==> config.mk <==
export PLATFORM = sky130hd
export DESIGN_NAME = ps2_keyboard
export DESIGN_NICKNAME = d
export VERILOG_FILES = /design/src/ps2_pkg.sv /design/src/ps2_timer.sv /design/src/ps2_link_engine.sv /design/src/ps2_rx_decoder.sv /design/src/ps2_keyboard.sv
export SDC_FILE = /design/constraint.sdc
export NUM_CORES = 1
export LEC_CHECK = 0
export BUFFER_PORTS_ARGS = -buffer_cell sky130_fd_sc_hd__buf_2
export CAP_MARGIN = 10
export CELL_PAD_IN_SITES_DETAIL_PLACEMENT = 0
export CELL_PAD_IN_SITES_GLOBAL_PLACEMENT = 1
export CORE_MARGIN = 2
export CORE_UTILIZATION = 30
export CTS_CLUSTER_SIZE = 24
export DETAILED_ROUTE_END_ITERATION = 8
export PLACE_DENSITY = 0.61
export REMOVE_ABC_BUFFERS = 1
export SKIP_CTS_REPAIR_TIMING = 1
export SLEW_MARGIN = 5
export SYNTH_ARGS = -nofsm -noshare
export SYNTH_HDL_FRONTEND = slang
export SYNTH_SLANG_ARGS = --single-unit
==> constraint.sdc <==
create_clock -name clk -period 1.9 [get_ports clk]
set_clock_uncertainty 0.1 [all_clocks]
set_input_delay 0.19 -clock clk [delete_from_list [all_inputs] [get_ports clk]]
set_output_delay 0.19 -clock clk [all_outputs]
set_load 0.01 [all_outputs]
==> src/ps2_pkg.sv <==
// package with PS/2 frame constants, vector typedefs, line and word structs, state enums
package ps2_pkg;

  // ------------------------------
  // frame constants
  // ------------------------------

  // a PS/2 frame is start, eight data bits, parity and stop
  localparam int FRAME_BITS = 11;

  // ------------------------------
  // vector typedefs
  // ------------------------------

  // one scan code from the keyboard or one command byte to it
  typedef logic [7:0] scan_code_t;

  // the whole frame as it sits in the shift register
  typedef logic [FRAME_BITS-1:0] frame_t;

  // the bit counter only needs to reach FRAME_BITS
  typedef logic [3:0] bit_count_t;

  // prefix sent by the keyboard ahead of a key release
  localparam scan_code_t RELEASE_CODE = 8'hF0;

  // ------------------------------
  // packed structs
  // ------------------------------

  // levels seen on the two PS/2 wires
  typedef struct packed {
    logic clk;
    logic data;
  } ps2_line_t;

  // open-drain controls, where 1 lets the pullup win and 0 pulls the wire low
  typedef struct packed {
    logic clk_hi_z;
    logic data_hi_z;
  } ps2_pad_t;

  // word handed to the host, with the release flag from a preceding F0
  typedef struct packed {
    logic       released;
    scan_code_t code;
  } rx_word_t;

  // ------------------------------
  // state enums
  // ------------------------------

  // RX_CLK_H sits at zero so a reset lands on the receive idle state
  typedef enum logic [3:0] {
    RX_CLK_H, RX_CLK_L, RX_FALL_MARK, RX_RISE_MARK,
    TX_RESET_TIMER, TX_FORCE_CLK_L, TX_FIRST_WAIT_CLK_H, TX_WAIT_CLK_H,
    TX_RISE_MARK, TX_CLK_H, TX_CLK_L, TX_WAIT_ACK,
    TX_DONE_RECOVERY, TX_NO_ACK
  } link_state_e;

  // the host side sees a level that holds until it reads the word
  typedef enum logic [0:0] {
    IDLE,
    READY
  } ready_state_e;

endpackage

==> src/ps2_timer.sv <==
// saturating cycle counter with enable clear and a done level
`timescale 1ns/10ps

module ps2_timer #(
  parameter int CYCLES = 2
) (
  input  logic clk,
  input  logic reset,
  input  logic enable_i,
  output logic done_o
);

  // at least one bit even for the degenerate count of one
  localparam int CNT_W = (CYCLES > 1) ? $clog2(CYCLES) : 1;
  localparam logic [CNT_W-1:0] LAST = CNT_W'(CYCLES - 1);

  logic [CNT_W-1:0] count;

  // the count falls back to zero one cycle after enable goes away
  always_ff @(posedge clk)
  begin
    if (reset || !enable_i)
      count <= '0;
    else if (count != LAST)
      count <= count + 1'b1;
  end

  // the count holds at its last value, so done stays up while enabled
  assign done_o = enable_i && (count == LAST);

  // done can only appear after the counter has been enabled for a while
  // (this holds for CYCLES of two or more, which the interface always uses)
  a_done_needs_enable: assert property (@(posedge clk) disable iff (reset)
    $rose(done_o) |-> enable_i && $past(enable_i));

endmodule

==> src/ps2_link_engine.sv <==
// PS/2 line engine with synchronizers, line FSM, bit counter, shift register and pad controls
`timescale 1ns/10ps

module ps2_link_engine
  import ps2_pkg::*;
#(
  parameter int TIMER_LONG_CYCLES     = 2950,
  parameter int TIMER_DEBOUNCE_CYCLES = 186
) (
  input  logic       clk,
  input  logic       reset,
  input  ps2_line_t  ps2_line_i,
  input  scan_code_t tx_data_i,
  input  logic       tx_write_i,
  output ps2_pad_t   ps2_pad_o,
  output logic       tx_write_ack_o,
  output logic       tx_error_o,
  output logic       frame_done_o,
  output scan_code_t frame_code_o
);

  ps2_line_t   line_meta;
  ps2_line_t   line_sync;
  link_state_e state;
  link_state_e state_next;
  bit_count_t  bit_count;
  frame_t      shift_q;
  logic        long_enable;
  logic        long_done;
  logic        debounce_enable;
  logic        debounce_done;
  logic        tx_shift_done;
  logic        shift_mark;
  logic        watchdog_clear;

  // ------------------------------
  // input synchronizers
  // ------------------------------

  // two flops per wire, since the keyboard lines are asynchronous and slow edged
  always_ff @(posedge clk)
  begin
    line_meta <= ps2_line_i;
    line_sync <= line_meta;
  end

  // ------------------------------
  // timers
  // ------------------------------

  // long timer forces the request, and doubles as the receive watchdog
  ps2_timer #(
    .CYCLES (TIMER_LONG_CYCLES)
  ) u_long_timer (
    .clk      (clk),
    .reset    (reset),
    .enable_i (long_enable),
    .done_o   (long_done)
  );

  // short timer filters bounce on the clock while transmitting
  ps2_timer #(
    .CYCLES (TIMER_DEBOUNCE_CYCLES)
  ) u_debounce_timer (
    .clk      (clk),
    .reset    (reset),
    .enable_i (debounce_enable),
    .done_o   (debounce_done)
  );

  // ------------------------------
  // line state machine
  // ------------------------------

  always_ff @(posedge clk)
  begin
    if (reset)
      state <= RX_CLK_H;
    else
      state <= state_next;
  end

  always_comb
  begin
    // both wires released and both timers idle unless a state says otherwise
    state_next           = state;
    ps2_pad_o.clk_hi_z   = 1'b1;
    ps2_pad_o.data_hi_z  = 1'b1;
    long_enable          = 1'b0;
    debounce_enable      = 1'b0;
    case (state)
      RX_CLK_H:
      begin
        long_enable = 1'b1;
        if (tx_write_i)
          state_next = TX_RESET_TIMER;
        else if (!line_sync.clk)
          state_next = RX_FALL_MARK;
      end
      RX_CLK_L:
      begin
        long_enable = 1'b1;
        if (tx_write_i)
          state_next = TX_RESET_TIMER;
        else if (line_sync.clk)
          state_next = RX_RISE_MARK;
      end
      // markers last one cycle and let the long timer restart
      RX_FALL_MARK:
        state_next = RX_CLK_L;
      RX_RISE_MARK:
        state_next = RX_CLK_H;
      // one idle cycle so the long timer starts the hold from zero
      TX_RESET_TIMER:
        state_next = TX_FORCE_CLK_L;
      TX_FORCE_CLK_L:
      begin
        // holding the clock low tells the keyboard that the host wants to send
        long_enable        = 1'b1;
        ps2_pad_o.clk_hi_z = 1'b0;
        if (long_done)
          state_next = TX_FIRST_WAIT_CLK_H;
      end
      TX_FIRST_WAIT_CLK_H:
      begin
        // start bit goes out while we wait for the keyboard to clock
        debounce_enable     = 1'b1;
        ps2_pad_o.data_hi_z = 1'b0;
        if (!line_sync.clk && debounce_done)
          state_next = TX_CLK_L;
      end
      TX_WAIT_CLK_H:
      begin
        debounce_enable     = 1'b1;
        ps2_pad_o.data_hi_z = shift_q[0];
        if (line_sync.clk && debounce_done)
          state_next = TX_RISE_MARK;
      end
      TX_RISE_MARK:
      begin
        ps2_pad_o.data_hi_z = shift_q[0];
        state_next          = TX_CLK_H;
      end
      TX_CLK_H:
      begin
        ps2_pad_o.data_hi_z = shift_q[0];
        if (tx_shift_done)
          state_next = TX_WAIT_ACK;
        else if (!line_sync.clk)
          state_next = TX_CLK_L;
      end
      TX_CLK_L:
      begin
        ps2_pad_o.data_hi_z = shift_q[0];
        if (line_sync.clk)
          state_next = TX_WAIT_CLK_H;
      end
      TX_WAIT_ACK:
      begin
        // the keyboard acknowledges by holding data low through a clock pulse
        if (!line_sync.clk && !line_sync.data)
          state_next = TX_DONE_RECOVERY;
        else if (!line_sync.clk && line_sync.data)
          state_next = TX_NO_ACK;
      end
      TX_DONE_RECOVERY, TX_NO_ACK:
      begin
        if (line_sync.clk && line_sync.data)
          state_next = RX_CLK_H;
      end
      default:
        state_next = RX_CLK_H;
    endcase
  end

  // ------------------------------
  // bit counter and shift register
  // ------------------------------

  assign tx_write_ack_o = tx_write_i && ((state == RX_CLK_H) || (state == RX_CLK_L));
  assign tx_error_o     = (state == TX_NO_ACK);

  assign shift_mark     = (state == RX_FALL_MARK) || (state == TX_RISE_MARK);
  assign frame_done_o   = (bit_count == bit_count_t'(FRAME_BITS));
  // the keyboard supplies the acknowledge itself, so transmit stops one bit short
  assign tx_shift_done  = (bit_count == bit_count_t'(FRAME_BITS - 1));
  // a quiet bus with the clock high means any partial frame was abandoned
  assign watchdog_clear = long_done && (state == RX_CLK_H) && line_sync.clk;

  // a write clears the count too, so a receive it cuts off leaves nothing behind
  always_ff @(posedge clk)
  begin
    if (reset || frame_done_o || (state == TX_WAIT_ACK) || tx_write_ack_o || watchdog_clear)
      bit_count <= '0;
    else if (shift_mark)
      bit_count <= bit_count + bit_count_t'(1);
  end

  // frame goes out LSB first as start, data, odd parity, stop
  always_ff @(posedge clk)
  begin
    if (tx_write_ack_o)
      shift_q <= {1'b1, ~^tx_data_i, tx_data_i, 1'b0};
    else if (shift_mark)
      shift_q <= {line_sync.data, shift_q[FRAME_BITS-1:1]};
  end

  assign frame_code_o = shift_q[8:1];

  // ------------------------------
  // assertions
  // ------------------------------

  a_count_bound: assert property (@(posedge clk) disable iff (reset)
    bit_count <= bit_count_t'(FRAME_BITS));

  // the clock is only ever pulled low right after the timer reset cycle of a write
  a_clk_pull: assert property (@(posedge clk) disable iff (reset)
    $fell(ps2_pad_o.clk_hi_z) |-> (state == TX_FORCE_CLK_L) && $past(state == TX_RESET_TIMER));

  // an accepted write comes from receive idle and starts the transmit with a clean count
  a_write_ack: assert property (@(posedge clk) disable iff (reset)
    tx_write_ack_o |=> (state == TX_RESET_TIMER) && (bit_count == '0));

endmodule

==> src/ps2_rx_decoder.sv <==
// receive decoder with release-prefix hold, output word register and data-ready FSM
`timescale 1ns/10ps

module ps2_rx_decoder
  import ps2_pkg::*;
(
  input  logic       clk,
  input  logic       reset,
  input  logic       translate_i,
  input  logic       frame_done_i,
  input  scan_code_t frame_code_i,
  input  logic       rx_read_i,
  output rx_word_t   rx_word_o,
  output logic       rx_data_ready_o
);

  ready_state_e state;
  logic         hold_released;
  logic         is_prefix;
  logic         word_strobe;

  // ------------------------------
  // prefix detection
  // ------------------------------

  // with translation off F0 is just another code for the host
  assign is_prefix   = translate_i && (frame_code_i == RELEASE_CODE);
  assign word_strobe = frame_done_i && !is_prefix;

  // the prefix only arms the flag, and the next real code consumes it
  always_ff @(posedge clk)
  begin
    if (reset)
      hold_released <= 1'b0;
    else if (frame_done_i)
      hold_released <= is_prefix;
  end

  // ------------------------------
  // output word
  // ------------------------------

  // a later word simply overwrites one the host has not read yet
  always_ff @(posedge clk)
  begin
    if (reset)
      rx_word_o <= '0;
    else if (word_strobe)
    begin
      rx_word_o.released <= hold_released;
      rx_word_o.code     <= frame_code_i;
    end
  end

  // ------------------------------
  // data-ready state machine
  // ------------------------------

  always_ff @(posedge clk)
  begin
    if (reset)
      state <= IDLE;
    else
    begin
      case (state)
        IDLE:
          if (word_strobe)
            state <= READY;
        READY:
          // a fresh word in the same cycle as the read keeps ready up
          if (rx_read_i && !word_strobe)
            state <= IDLE;
        default:
          state <= IDLE;
      endcase
    end
  end

  assign rx_data_ready_o = (state == READY);

  // ready is only taken away by a host read
  a_ready_hold: assert property (@(posedge clk) disable iff (reset)
    $fell(rx_data_ready_o) |-> $past(rx_read_i));

endmodule

==> src/ps2_keyboard.sv <==
// top level of the PS/2 keyboard interface joining the link engine and the receive decoder
`timescale 1ns/10ps

module ps2_keyboard
  import ps2_pkg::*;
#(
  // long hold and watchdog length in system clocks
  parameter int TIMER_LONG_CYCLES     = 2950,
  // clock debounce length in system clocks
  parameter int TIMER_DEBOUNCE_CYCLES = 186
) (
  input  logic       clk,
  input  logic       reset,
  // pad side
  input  ps2_line_t  ps2_line_i,
  output ps2_pad_t   ps2_pad_o,
  // host receive side
  input  logic       translate_i,
  input  logic       rx_read_i,
  output rx_word_t   rx_word_o,
  output logic       rx_data_ready_o,
  // host transmit side
  input  scan_code_t tx_data_i,
  input  logic       tx_write_i,
  output logic       tx_write_ack_o,
  output logic       tx_error_o
);

  logic       frame_done;
  scan_code_t frame_code;

  // ------------------------------
  // line engine
  // ------------------------------

  ps2_link_engine #(
    .TIMER_LONG_CYCLES     (TIMER_LONG_CYCLES),
    .TIMER_DEBOUNCE_CYCLES (TIMER_DEBOUNCE_CYCLES)
  ) u_link (
    .clk            (clk),
    .reset          (reset),
    .ps2_line_i     (ps2_line_i),
    .tx_data_i      (tx_data_i),
    .tx_write_i     (tx_write_i),
    .ps2_pad_o      (ps2_pad_o),
    .tx_write_ack_o (tx_write_ack_o),
    .tx_error_o     (tx_error_o),
    .frame_done_o   (frame_done),
    .frame_code_o   (frame_code)
  );

  // ------------------------------
  // receive decoder
  // ------------------------------

  // the decoder decides alone what reaches the host
  ps2_rx_decoder u_rx_decoder (
    .clk             (clk),
    .reset           (reset),
    .translate_i     (translate_i),
    .frame_done_i    (frame_done),
    .frame_code_i    (frame_code),
    .rx_read_i       (rx_read_i),
    .rx_word_o       (rx_word_o),
    .rx_data_ready_o (rx_data_ready_o)
  );

endmodule

==> results.py, run 1 <==
metrics = {
    "cells_and_area": {
        "fin_nets": 359,
        "design_area_mm2": 0.00333,
        "antenna_cells": 0,
        "mostFrequentLayoutCells": "nor2_1, dfxtp_1, buf_4",
        "area_growth_pct": 28.5,
        "drive_above_1_share": 0.298,
        "final_common_cell": "nor2_1",
        "nFillCells": 836,
    },
    "timing": {
        "finalWorstSetupSlack_ns": -0.0328,
        "max_freq_mhz": 517,
        "hold_violations": 0,
        "setup_violations": 3,
        "tightest_slew_ns": 0.425,
        "finalCritPeriodShare": 1.02,
        "rsz0062_at_grt": "yes",
        "hold_ws_ns": 0.0621,
        "max_slew_margin": 0.716,
        "timing.final.crit_period_ns": 1.93,
        "final_max_slew_viol_count": 0,
    },
    "clocking": {
        "cts-root-buf": "clkbuf_8",
        "h-tree-depth": 2,
        "clk_path_buf_depth": 2,
        "cts_tree": "yes",
        "cts_buffers": 5,
        "path_clk_slew_ns": 0.10,
        "clock_latency_ns": 0.31,
        "clkSinkCount": 54,
    },
    "global_route": {
        "grt_max_degree": 18,
        "grt_pass1_vias": 2075,
        "gr-total-overflow": 0,
        "grt.total_usage": 0.124,
        "grt_pass1_wl_mm": 9.76,
        "antenna_found_initial": 0,
    },
    "synth": {
        "yosysTopAreaCell": "dfxtp_1",
        "synth-simple-area-share": 0.234,
        "synthXorXnorAreaFrac": 0.0913,
        "async_reset_ff_frac": 0,
        "synth_edf_count": 9,
        "ys_seq_area_frac": 0.452,
        "synth_cell_types": 51,
        "synthCells": 272,
        "synth-seq-cells": 54,
        "synth_compound_area_frac": 0.125,
        "muxShareOfSynthArea": 0.0348,
        "synth_flop_cell": "dfxtp_1",
        "synth_top_area_frac": 0.348,
        "ys_top_cells_by_area": "dfxtp_1, edfxtp_1, nor2_1",
        "synth_fa_ha_area_frac": 0.0290,
        "syn_avg_cell_area_um2": 9.52,
        "syn-cell-area_mm2": 0.00259,
        "ys_warn_count": 0,
        "synth_top_family_by_area": "simple AND/OR/NAND/NOR gates",
    },
    "floorplanning": {
        "initial_core_util": 0.312,
        "ios": 29,
        "chipHeight_um": 96.9,
        "num_rows": 33,
        "die_x_um": 96.9,
        "core_mm2": 0.00830,
        "dieArea_mm2": 0.00939,
    },
    "worst_hold_path": {
        "hold_class": "in -> reg",
        "min-delay-start": "rx_read_i",
    },
    "critical_path": {
        "worstSetupEndpointType": "flip-flop",
        "worst_path_largest_cell_delay_ns": 0.58,
        "reg2reg_to": "u_link.state[1]$_SDFFE_PP0P_",
        "r2r_cells": 7,
        "worstReg2RegStart": "u_link.bit_count[0]$_SDFFE_PP0N_",
        "rrSetupSlack_ns": -0.03,
        "cp_num_buf_inv": 1,
        "critPathSlowestCell": "or4b_4",
        "cp_cell_sequence": "inv_2 > ha_4 > nor4bb_4 > o32ai_2 > or4b_4 > nor2_4 > a311oi_2",
        "cp-endpoint": "u_link.state[1]$_SDFFE_PP0P_",
        "crit_cells": 7,
        "critical-path-top-delay-family": "simple AND/OR/NAND/NOR gates",
        "start_kind": "flip-flop",
        "path_max_fanout": 3,
        "cp-startpoint": "u_link.bit_count[0]$_SDFFE_PP0N_",
        "cp.required_ns": 1.98,
        "arrival_ns": 2.02,
        "setup.worst_path.class": "reg -> reg",
    },
    "power_and_ir_drop": {
        "power-per-cell-area_mw_per_mm2": 1140,
        "switching_share": 0.354,
        "seqPwrFrac": 0.424,
        "p_sw_mw": 1.34,
        "cell_internal_pwr_mw": 2.44,
        "clockPowerShare": 0.174,
        "ir_worst_vdd_mv": 0.419,
        "p_leak_nw": 1.32,
        "combPwrFrac": 0.401,
        "finalPower_mw": 3.78,
    },
    "outcome": {
        "violations": "negative setup slack",
        "outcome": "finished, violations left",
    },
    "route": {
        "ant_nets": 0,
        "drt-initial-drc-count": 82,
        "drc": 0,
        "drt_first_pass_iters": 5,
        "drt-total-wl_mm": 5.88,
        "viasPerCell": 4.79,
        "vias": 2126,
        "wl_per_cell_um": 13.2,
    },
    "placement": {
        "port_buffers": 28,
        "dpl-instance-area_mm2": 0.00306,
        "place_hpwl_mm": 4.28,
        "gp_congestion": 0.810,
        "pre_cts_ws_ns": -0.105,
    },
    "run": {
        "cap_violations": 0,
    },
}
==> layout make-up <==
| cell class | count | area (µm²) | share of cell area |
|---|---|---|---|
| clock buffer | 6 | 72.6 | 0.0218 |
| clock inverter | 2 | 15.0 | 0.00451 |
| inverter | 7 | 26.3 | 0.00790 |
| multi-input combinational | 198 | 1410 | 0.425 |
| sequential | 54 | 1180 | 0.355 |
| tap | 105 | 131 | 0.0395 |
| timing repair buffer | 72 | 487 | 0.146 |
==> routing by layer <==
layer / track usage / share of wire / up-vias
met1: 0.161 / 0.48 / 987
met5: 0 / 0 / -
met3: 0.0347 / 0.037 / 5
met2: 0.205 / 0.47 / 41
met4: 0.0325 / 0.011 / 0
li1: - / - / 1093
==> cells in the mapped netlist, types with 3 or more instances <==
| cell type | n |
|---|---|
| dfxtp_1 | 45 |
| nand2b_1 | 4 |
| nor3_1 | 8 |
| a22o_1 | 9 |
| clkbuf_1 | 5 |
| nor2b_1 | 3 |
| nor2_1 | 45 |
| and3_1 | 9 |
| nand4_1 | 3 |
| inv_1 | 6 |
| nand3_1 | 9 |
| a211oi_1 | 5 |
| a21oi_1 | 10 |
| a31oi_1 | 4 |
| buf_2 | 8 |
| mux2i_1 | 9 |
| xnor2_1 | 17 |
| ha_1 | 6 |
| nand2_1 | 11 |
| edfxtp_1 | 9 |
| xor2_1 | 10 |
==> worst min path at each step <==
stage / cells after the start / endpoint
2_1_floorplan: 0 / u_link.line_meta[0]$_DFF_P_
3_3_place_gp: 1 / u_link.line_meta[1]$_DFF_P_
3_5_place_dp: 1 / u_link.line_meta[0]$_DFF_P_
4_1_cts: 1 / u_link.line_meta[0]$_DFF_P_
5_1_grt: 2 / u_link.shift_q[7]$_DFFE_PP_
6_report: 4 / u_rx_decoder.rx_data_ready_o$_SDFF_PP0_
==> worst reg2reg max path: stages, from the launching register on <==
cell,delay (ns)
dfxtp_2,0.33
inv_2,0.06
ha_4,0.12
nor4bb_4,0.22
o32ai_2,0.13
or4b_4,0.58
nor2_4,0.17
a311oi_2,0.10
==> registers in the layout (all words and copies together), names as in the netlist <==
name                           cells
u_link.bit_count                   4
u_link.line_meta                   2
u_link.line_sync                   2
u_link.shift_q                    11
u_link.state                       4
u_link.u_debounce_timer.count      8
u_link.u_long_timer.count         12
u_rx_decoder.hold_released         1
u_rx_decoder.rx_data_ready_o       1
u_rx_decoder.rx_word_o             9
==> cell families after synthesis <==
kind of cell | Yosys count
AOI/OAI and AO/OA | 43
muxes | 9
adders and majority gates | 6
and+or+nand+nor | 113
xor gates and xnor gates | 27
buffers and inverters | 20
DFF | 54
==> metrics by stage <==
step	setup TNS (ns)	cells	utilization
after floorplan	-3.62	259	-
after global placement	-0.211	426	0.368
after detailed placement	-0.359	426	0.368
after CTS	-0.693	434	0.379
after global routing	-0.420	444	0.401
final	-0.0457	444	0.401
==> power by group through the flow <==
stage / logic [mW] / registers (mW) / clock network (mW)
2_1_floorplan: 0.744 / 1.63 / 0
3_3_place_gp: 1.30 / 1.61 / 0
3_5_place_dp: 1.29 / 1.60 / 0
4_1_cts: 1.31 / 1.58 / 0.686
5_1_grt: 1.68 / 1.63 / 0.735
6_report: 1.52 / 1.60 / 0.660
(Power assumes the default switching activity.)
==> run 2, diff against run 1 <==
CAP_MARGIN = not set   (was 10)
CORE_MARGIN = not set   (was 2)
==> run 2 against run 1 <==
Net effect:
- the flow still finishes with violations (negative setup slack)
- die area decreased by 4.1%
- sequential cell count unchanged
- hold slack improved by 0.00051 ns
- global-route usage increased by 0.95 points
- core utilization decreased by 0.60 points
- first-iteration DRC count increased by 16%
- via count decreased by 0.85%
- worst setup slack improved by 0.030 ns
- clock-buffer cell count decreased by 1
- largest power group unchanged
==> results.py, run 2 (synthesized netlist as in run 1, its figures left out) <==
metrics = {
    "route": {
        "viasPerCell": 4.80,
        "drt-total-wl_mm": 5.75,
        "drt_first_pass_iters": 4,
        "vias": 2108,
        "wl_per_cell_um": 13.1,
        "drc": 0,
        "ant_nets": 0,
        "drt-initial-drc-count": 95,
    },
    "critical_path": {
        "rrSetupSlack_ns": -0.003,
        "cp-endpoint": "u_link.state[3]$_SDFFE_PP0P_",
        "crit_cells": 7,
        "worstSetupEndpointType": "flip-flop",
        "path_max_fanout": 2,
        "cp_cell_sequence": "inv_1 > ha_1 > nor4bb_4 > o32ai_2 > or4b_4 > nor3_2 > o32ai_1",
        "setup.worst_path.class": "reg -> reg",
        "cp_num_buf_inv": 1,
        "cp-startpoint": "u_link.bit_count[0]$_SDFFE_PP0N_",
        "worst_path_largest_cell_delay_ns": 0.56,
        "r2r_cells": 7,
        "worstReg2RegStart": "u_link.bit_count[0]$_SDFFE_PP0N_",
        "critical-path-top-delay-family": "simple AND/OR/NAND/NOR gates",
        "reg2reg_to": "u_link.state[3]$_SDFFE_PP0P_",
        "critPathSlowestCell": "or4b_4",
        "arrival_ns": 1.99,
        "cp.required_ns": 1.99,
        "start_kind": "flip-flop",
    },
    "floorplanning": {
        "initial_core_util": 0.312,
        "die_x_um": 94.9,
        "chipHeight_um": 94.9,
        "core_mm2": 0.00830,
        "dieArea_mm2": 0.00900,
        "ios": 29,
        "num_rows": 33,
    },
    "power_and_ir_drop": {
        "ir_worst_vdd_mv": 0.409,
        "power-per-cell-area_mw_per_mm2": 1120,
        "finalPower_mw": 3.68,
        "p_leak_nw": 1.29,
    },
    "timing": {
        "max_slew_margin": 0.717,
        "final_max_slew_viol_count": 0,
        "tightest_slew_ns": 0.424,
        "finalCritPeriodShare": 1.00,
        "hold_violations": 0,
        "timing.final.crit_period_ns": 1.90,
        "max_freq_mhz": 526,
        "finalWorstSetupSlack_ns": -0.00281,
        "rsz0062_at_grt": "yes",
        "setup_violations": 1,
    },
    "clocking": {
        "clock_latency_ns": 0.31,
        "path_clk_slew_ns": 0.10,
        "cts_buffers": 5,
        "cts_tree": "yes",
        "clk_path_buf_depth": 2,
        "h-tree-depth": 2,
        "clkSinkCount": 54,
        "cts-root-buf": "clkbuf_8",
    },
    "outcome": {
        "outcome": "finished, violations left",
        "violations": "negative setup slack",
    },
    "placement": {
        "dp.cells": 427,
        "port_buffers": 28,
        "gp_congestion": 0.779,
        "place_hpwl_mm": 4.29,
    },
    "cells_and_area": {
        "top_regs": "u_link.u_long_timer.count x12, u_link.shift_q x11, u_rx_decoder.rx_word_o x9",
        "drive_above_1_share": 0.284,
        "final_common_cell": "nor2_1",
        "nFillCells": 803,
        "fin_nets": 354,
        "final_cells": 439,
        "regMostFlops": "u_link.u_long_timer.count",
        "utilization": 0.395,
        "area_growth_pct": 26.6,
        "mostFrequentLayoutCells": "nor2_1, dfxtp_1, buf_4",
        "largest_reg_flops": 12,
        "antenna_cells": 0,
    },
    "global_route": {
        "grt_max_degree": 18,
        "gr-total-overflow": 0,
        "grt.total_usage": 0.134,
        "grt_pass1_vias": 1979,
        "antenna_found_initial": 0,
        "grt_pass1_wl_mm": 9.34,
    },
    "worst_hold_path": {
        "hold_class": "in -> reg",
        "hold_depth": 4,
    },
    "run": {
        "cap_violations": 0,
    },
}
-- run 2: final cells by class --
cell class / count / area (µm²) / share of cell area
clock buffer: 5 / 68.8 / 0.0210
sequential: 54 / 1180 / 0.360
inverter: 7 / 26.3 / 0.00802
multi-input combinational: 198 / 1410 / 0.431
clock inverter: 3 / 20.0 / 0.00611
timing repair buffer: 67 / 438 / 0.134
tap: 105 / 131 / 0.0401
-- run 2: worst min path at each step --
stage	startpoint	endpoint	slack, ns
floorplan	ps2_line_i[0]	u_link.line_meta[0]$_DFF_P_	0.12
global placement	ps2_line_i[1]	u_link.line_meta[1]$_DFF_P_	0.20
detailed placement	ps2_line_i[0]	u_link.line_meta[0]$_DFF_P_	0.20
CTS	ps2_line_i[0]	u_link.line_meta[0]$_DFF_P_	-0.14
global route	tx_data_i[7]	u_link.shift_q[8]$_DFFE_PP_	0.09
finish	rx_read_i	u_rx_decoder.rx_data_ready_o$_SDFF_PP0_	0.06
-- run 2: layer usage --
metal / up-vias / share of wire / GRT usage
met5: - / 0 / 0
met4: 0 / 0.0089 / 0.0379
met3: 4 / 0.048 / 0.0274
met2: 48 / 0.45 / 0.207
met1: 963 / 0.49 / 0.187
li1: 1093 / - / -
-- run 2: per-stage QoR --
stage | setup slack [ns] | setup TNS [ns] | hold WS [ns] | instance area (µm²)
after floorplan | -0.331 | -3.62 | 0.118 | 2530
after CTS | -0.179 | -0.635 | -0.136 | 3150
final | -0.00281 | -0.00281 | 0.0626 | 3280
after global placement | -0.0660 | -0.232 | 0.201 | 3060
after detailed placement | -0.0777 | -0.271 | 0.195 | 3060
after global routing | -0.0813 | -0.292 | 0.0860 | 3280
-- run 2: worst reg2reg max path: stages, from the launching register on --
cell,delay [ns]
dfxtp_1,0.33
inv_1,0.05
ha_1,0.18
nor4bb_4,0.21
o32ai_2,0.13
or4b_4,0.56
nor3_2,0.13
o32ai_1,0.10
-- run 2: report_power, final --
part / total, mW / switching, mW / internal, mW
clock: 0.654 / 0.394 / 0.261
combinational: 1.42 / 0.731 / 0.688
sequential: 1.60 / 0.181 / 1.42
==> run 3, diff against run 2 <==
CORE_UTILIZATION = 40   (was 30)
PLACE_DENSITY = 0.77   (was 0.61)
==> run 3 against run 2 <==
Net effect:
- the run now ends clean
- clock-buffer cell count up 1
- combinational power up 14%
- largest cell class unchanged
- final cell count down 4.3%
- critical path depth unchanged
- hold slack better by 0.0081 ns
- total power up 4.8%
- via count up 3.1%
- critical endpoint is now u_link.state[1]$_SDFFE_PP0P_
- first-iteration DRC count up 13%
- critical path type unchanged
- cell area up 2.0%
==> results.py, run 3 (synthesized netlist as in run 1, its figures left out) <==
metrics = {
    "power_and_ir_drop": {
        "ir_worst_vdd_mv": 0.589,
        "p_sw_mw": 1.34,
        "combPwrFrac": 0.421,
        "switching_share": 0.348,
        "p_leak_nw": 1.36,
        "cell_internal_pwr_mw": 2.51,
        "clockPowerShare": 0.164,
        "seqPwrFrac": 0.415,
        "power-per-cell-area_mw_per_mm2": 1150,
    },
    "cells_and_area": {
        "fin_nets": 365,
        "drive_above_1_share": 0.313,
        "largest_reg_flops": 12,
        "antenna_cells": 0,
        "regMostFlops": "u_link.u_long_timer.count",
        "mostFrequentLayoutCells": "nor2_1, buf_4, dfxtp_1",
        "final_common_cell": "nor2_1",
        "top_regs": "u_link.u_long_timer.count x12, u_link.shift_q x11, u_rx_decoder.rx_word_o x9",
        "area_growth_pct": 29.1,
        "nFillCells": 573,
    },
    "critical_path": {
        "critical-path-top-delay-family": "simple AND/OR/NAND/NOR gates",
        "cp.required_ns": 1.99,
        "start_kind": "flip-flop",
        "worstSetupEndpointType": "flip-flop",
        "cp_num_buf_inv": 1,
        "cp_cell_sequence": "inv_2 > ha_4 > nor4bb_4 > o32ai_2 > or4b_4 > nor2_4 > a311oi_1",
        "path_max_fanout": 3,
        "rrSetupSlack_ns": 0.02,
        "arrival_ns": 1.97,
        "worst_path_largest_cell_delay_ns": 0.58,
        "critPathSlowestCell": "or4b_4",
        "setup.worst_path.class": "reg -> reg",
    },
    "global_route": {
        "grt_pass1_vias": 2029,
        "grt_pass1_wl_mm": 9.16,
        "antenna_found_initial": 0,
        "grt_max_degree": 17,
        "grt.total_usage": 0.177,
        "gr-total-overflow": 0,
    },
    "timing": {
        "hold_violations": 0,
        "timing.final.crit_period_ns": 1.88,
        "rsz0062_at_grt": "yes",
        "tns_ns": 0,
        "tightest_slew_ns": 0.428,
        "max_freq_mhz": 531,
        "final_max_slew_viol_count": 0,
        "hold_ws_ns": 0.0707,
        "max_slew_margin": 0.715,
        "finalCritPeriodShare": 0.992,
        "setup_violations": 0,
    },
    "clocking": {
        "clock_latency_ns": 0.30,
        "clk_path_buf_depth": 2,
        "h-tree-depth": 2,
        "clkSinkCount": 54,
        "cts-root-buf": "clkbuf_8",
        "cts_tree": "yes",
        "path_clk_slew_ns": 0.10,
        "cts_buffers": 5,
    },
    "placement": {
        "gp_congestion": 0.857,
        "port_buffers": 28,
        "place_hpwl_mm": 4.24,
    },
    "route": {
        "drt-total-wl_mm": 5.78,
        "drt-initial-drc-count": 107,
        "ant_nets": 0,
        "drc": 0,
        "viasPerCell": 5.18,
        "wl_per_cell_um": 13.8,
        "vias": 2174,
        "drt_first_pass_iters": 4,
    },
    "floorplanning": {
        "core_mm2": 0.00610,
        "num_rows": 28,
        "initial_core_util": 0.425,
        "ios": 29,
        "dieArea_mm2": 0.00680,
        "chipHeight_um": 82.4,
        "die_x_um": 82.4,
    },
    "run": {
        "cap_violations": 0,
    },
    "worst_hold_path": {
        "hold_class": "in -> reg",
    },
    "outcome": {
        "outcome": "complete, no violations",
    },
}
==> run 3: cell types whose count changed in the layout (fill, tap and decap cells not counted), sizes merged <==
cell      previous run  this run
inv                  8         7
clkbuf               5         6
buf                 65        76
clkinv               1         2
clkinvlp             1         0
==> run 3: tightest hold or removal path: cells and delay by family <==
family	cells	cell delay (ns)
compound gates	1	0.05
simple gates	1	0.07
buf+inv	2	0.13
==> run 3: per-layer routing <==
layer	GRT usage	routed length (µm)	up-vias	share of wire
li1	-	-	1109	-
met1	0.238	2880	1030	0.50
met2	0.285	2680	27	0.46
met3	0.0385	150	8	0.026
met4	0.0491	68	0	0.012
met5	0	0	-	0
==> run 3: area by class of cell <==
cell class / count / area, µm² / share of cell area
Clock buffer: 6 / 72.6 / 0.0217
Clock inverter: 2 / 13.8 / 0.00412
Inverter: 7 / 26.3 / 0.00786
Multi-Input combinational cell: 198 / 1420 / 0.424
Sequential cell: 54 / 1180 / 0.354
Tap cell: 75 / 93.8 / 0.0281
Timing Repair Buffer: 78 / 536 / 0.160
==> run 3: path summary, 6_finish.rpt <==
| check | depth (start not counted) | from | endpoint |
|---|---|---|---|
| setup reg to reg | 7 | u_link.bit_count[0]$_SDFFE_PP0N_ | u_link.state[1]$_SDFFE_PP0P_ |
| setup / recovery | 7 | u_link.bit_count[0]$_SDFFE_PP0N_ | u_link.state[1]$_SDFFE_PP0P_ |
| hold reg to reg | 0 | u_link.line_meta[1]$_DFF_P_ | u_link.line_sync[1]$_DFF_P_ |
| hold / removal | 4 | rx_read_i | u_rx_decoder.rx_data_ready_o$_SDFF_PP0_ |
==> run 3: through the flow <==
stage | cell area, µm² | std cells | power, mW | utilization | setup slack, ns
finish | 3340 | 420 | 3.86 | 0.548 | 0.0159
global route | 3340 | 420 | 4.09 | 0.548 | -0.0618
CTS | 3140 | 409 | 3.63 | 0.516 | -0.153
detailed placement | 3060 | 401 | 2.98 | 0.501 | -0.0864
global placement | 3060 | 401 | 2.96 | 0.501 | -0.0305
floorplan | 2530 | 259 | 2.37 | - | -0.331
==> run 3: power groups by stage <==
stage                     logic (mW)  registers (mW)  clock network [mW]
after floorplan                0.744            1.63                   0
after global placement          1.36            1.60                   0
after detailed placement        1.38            1.60                   0
after CTS                       1.39            1.58               0.656
after global routing            1.76            1.63               0.697
final                           1.62            1.60               0.634
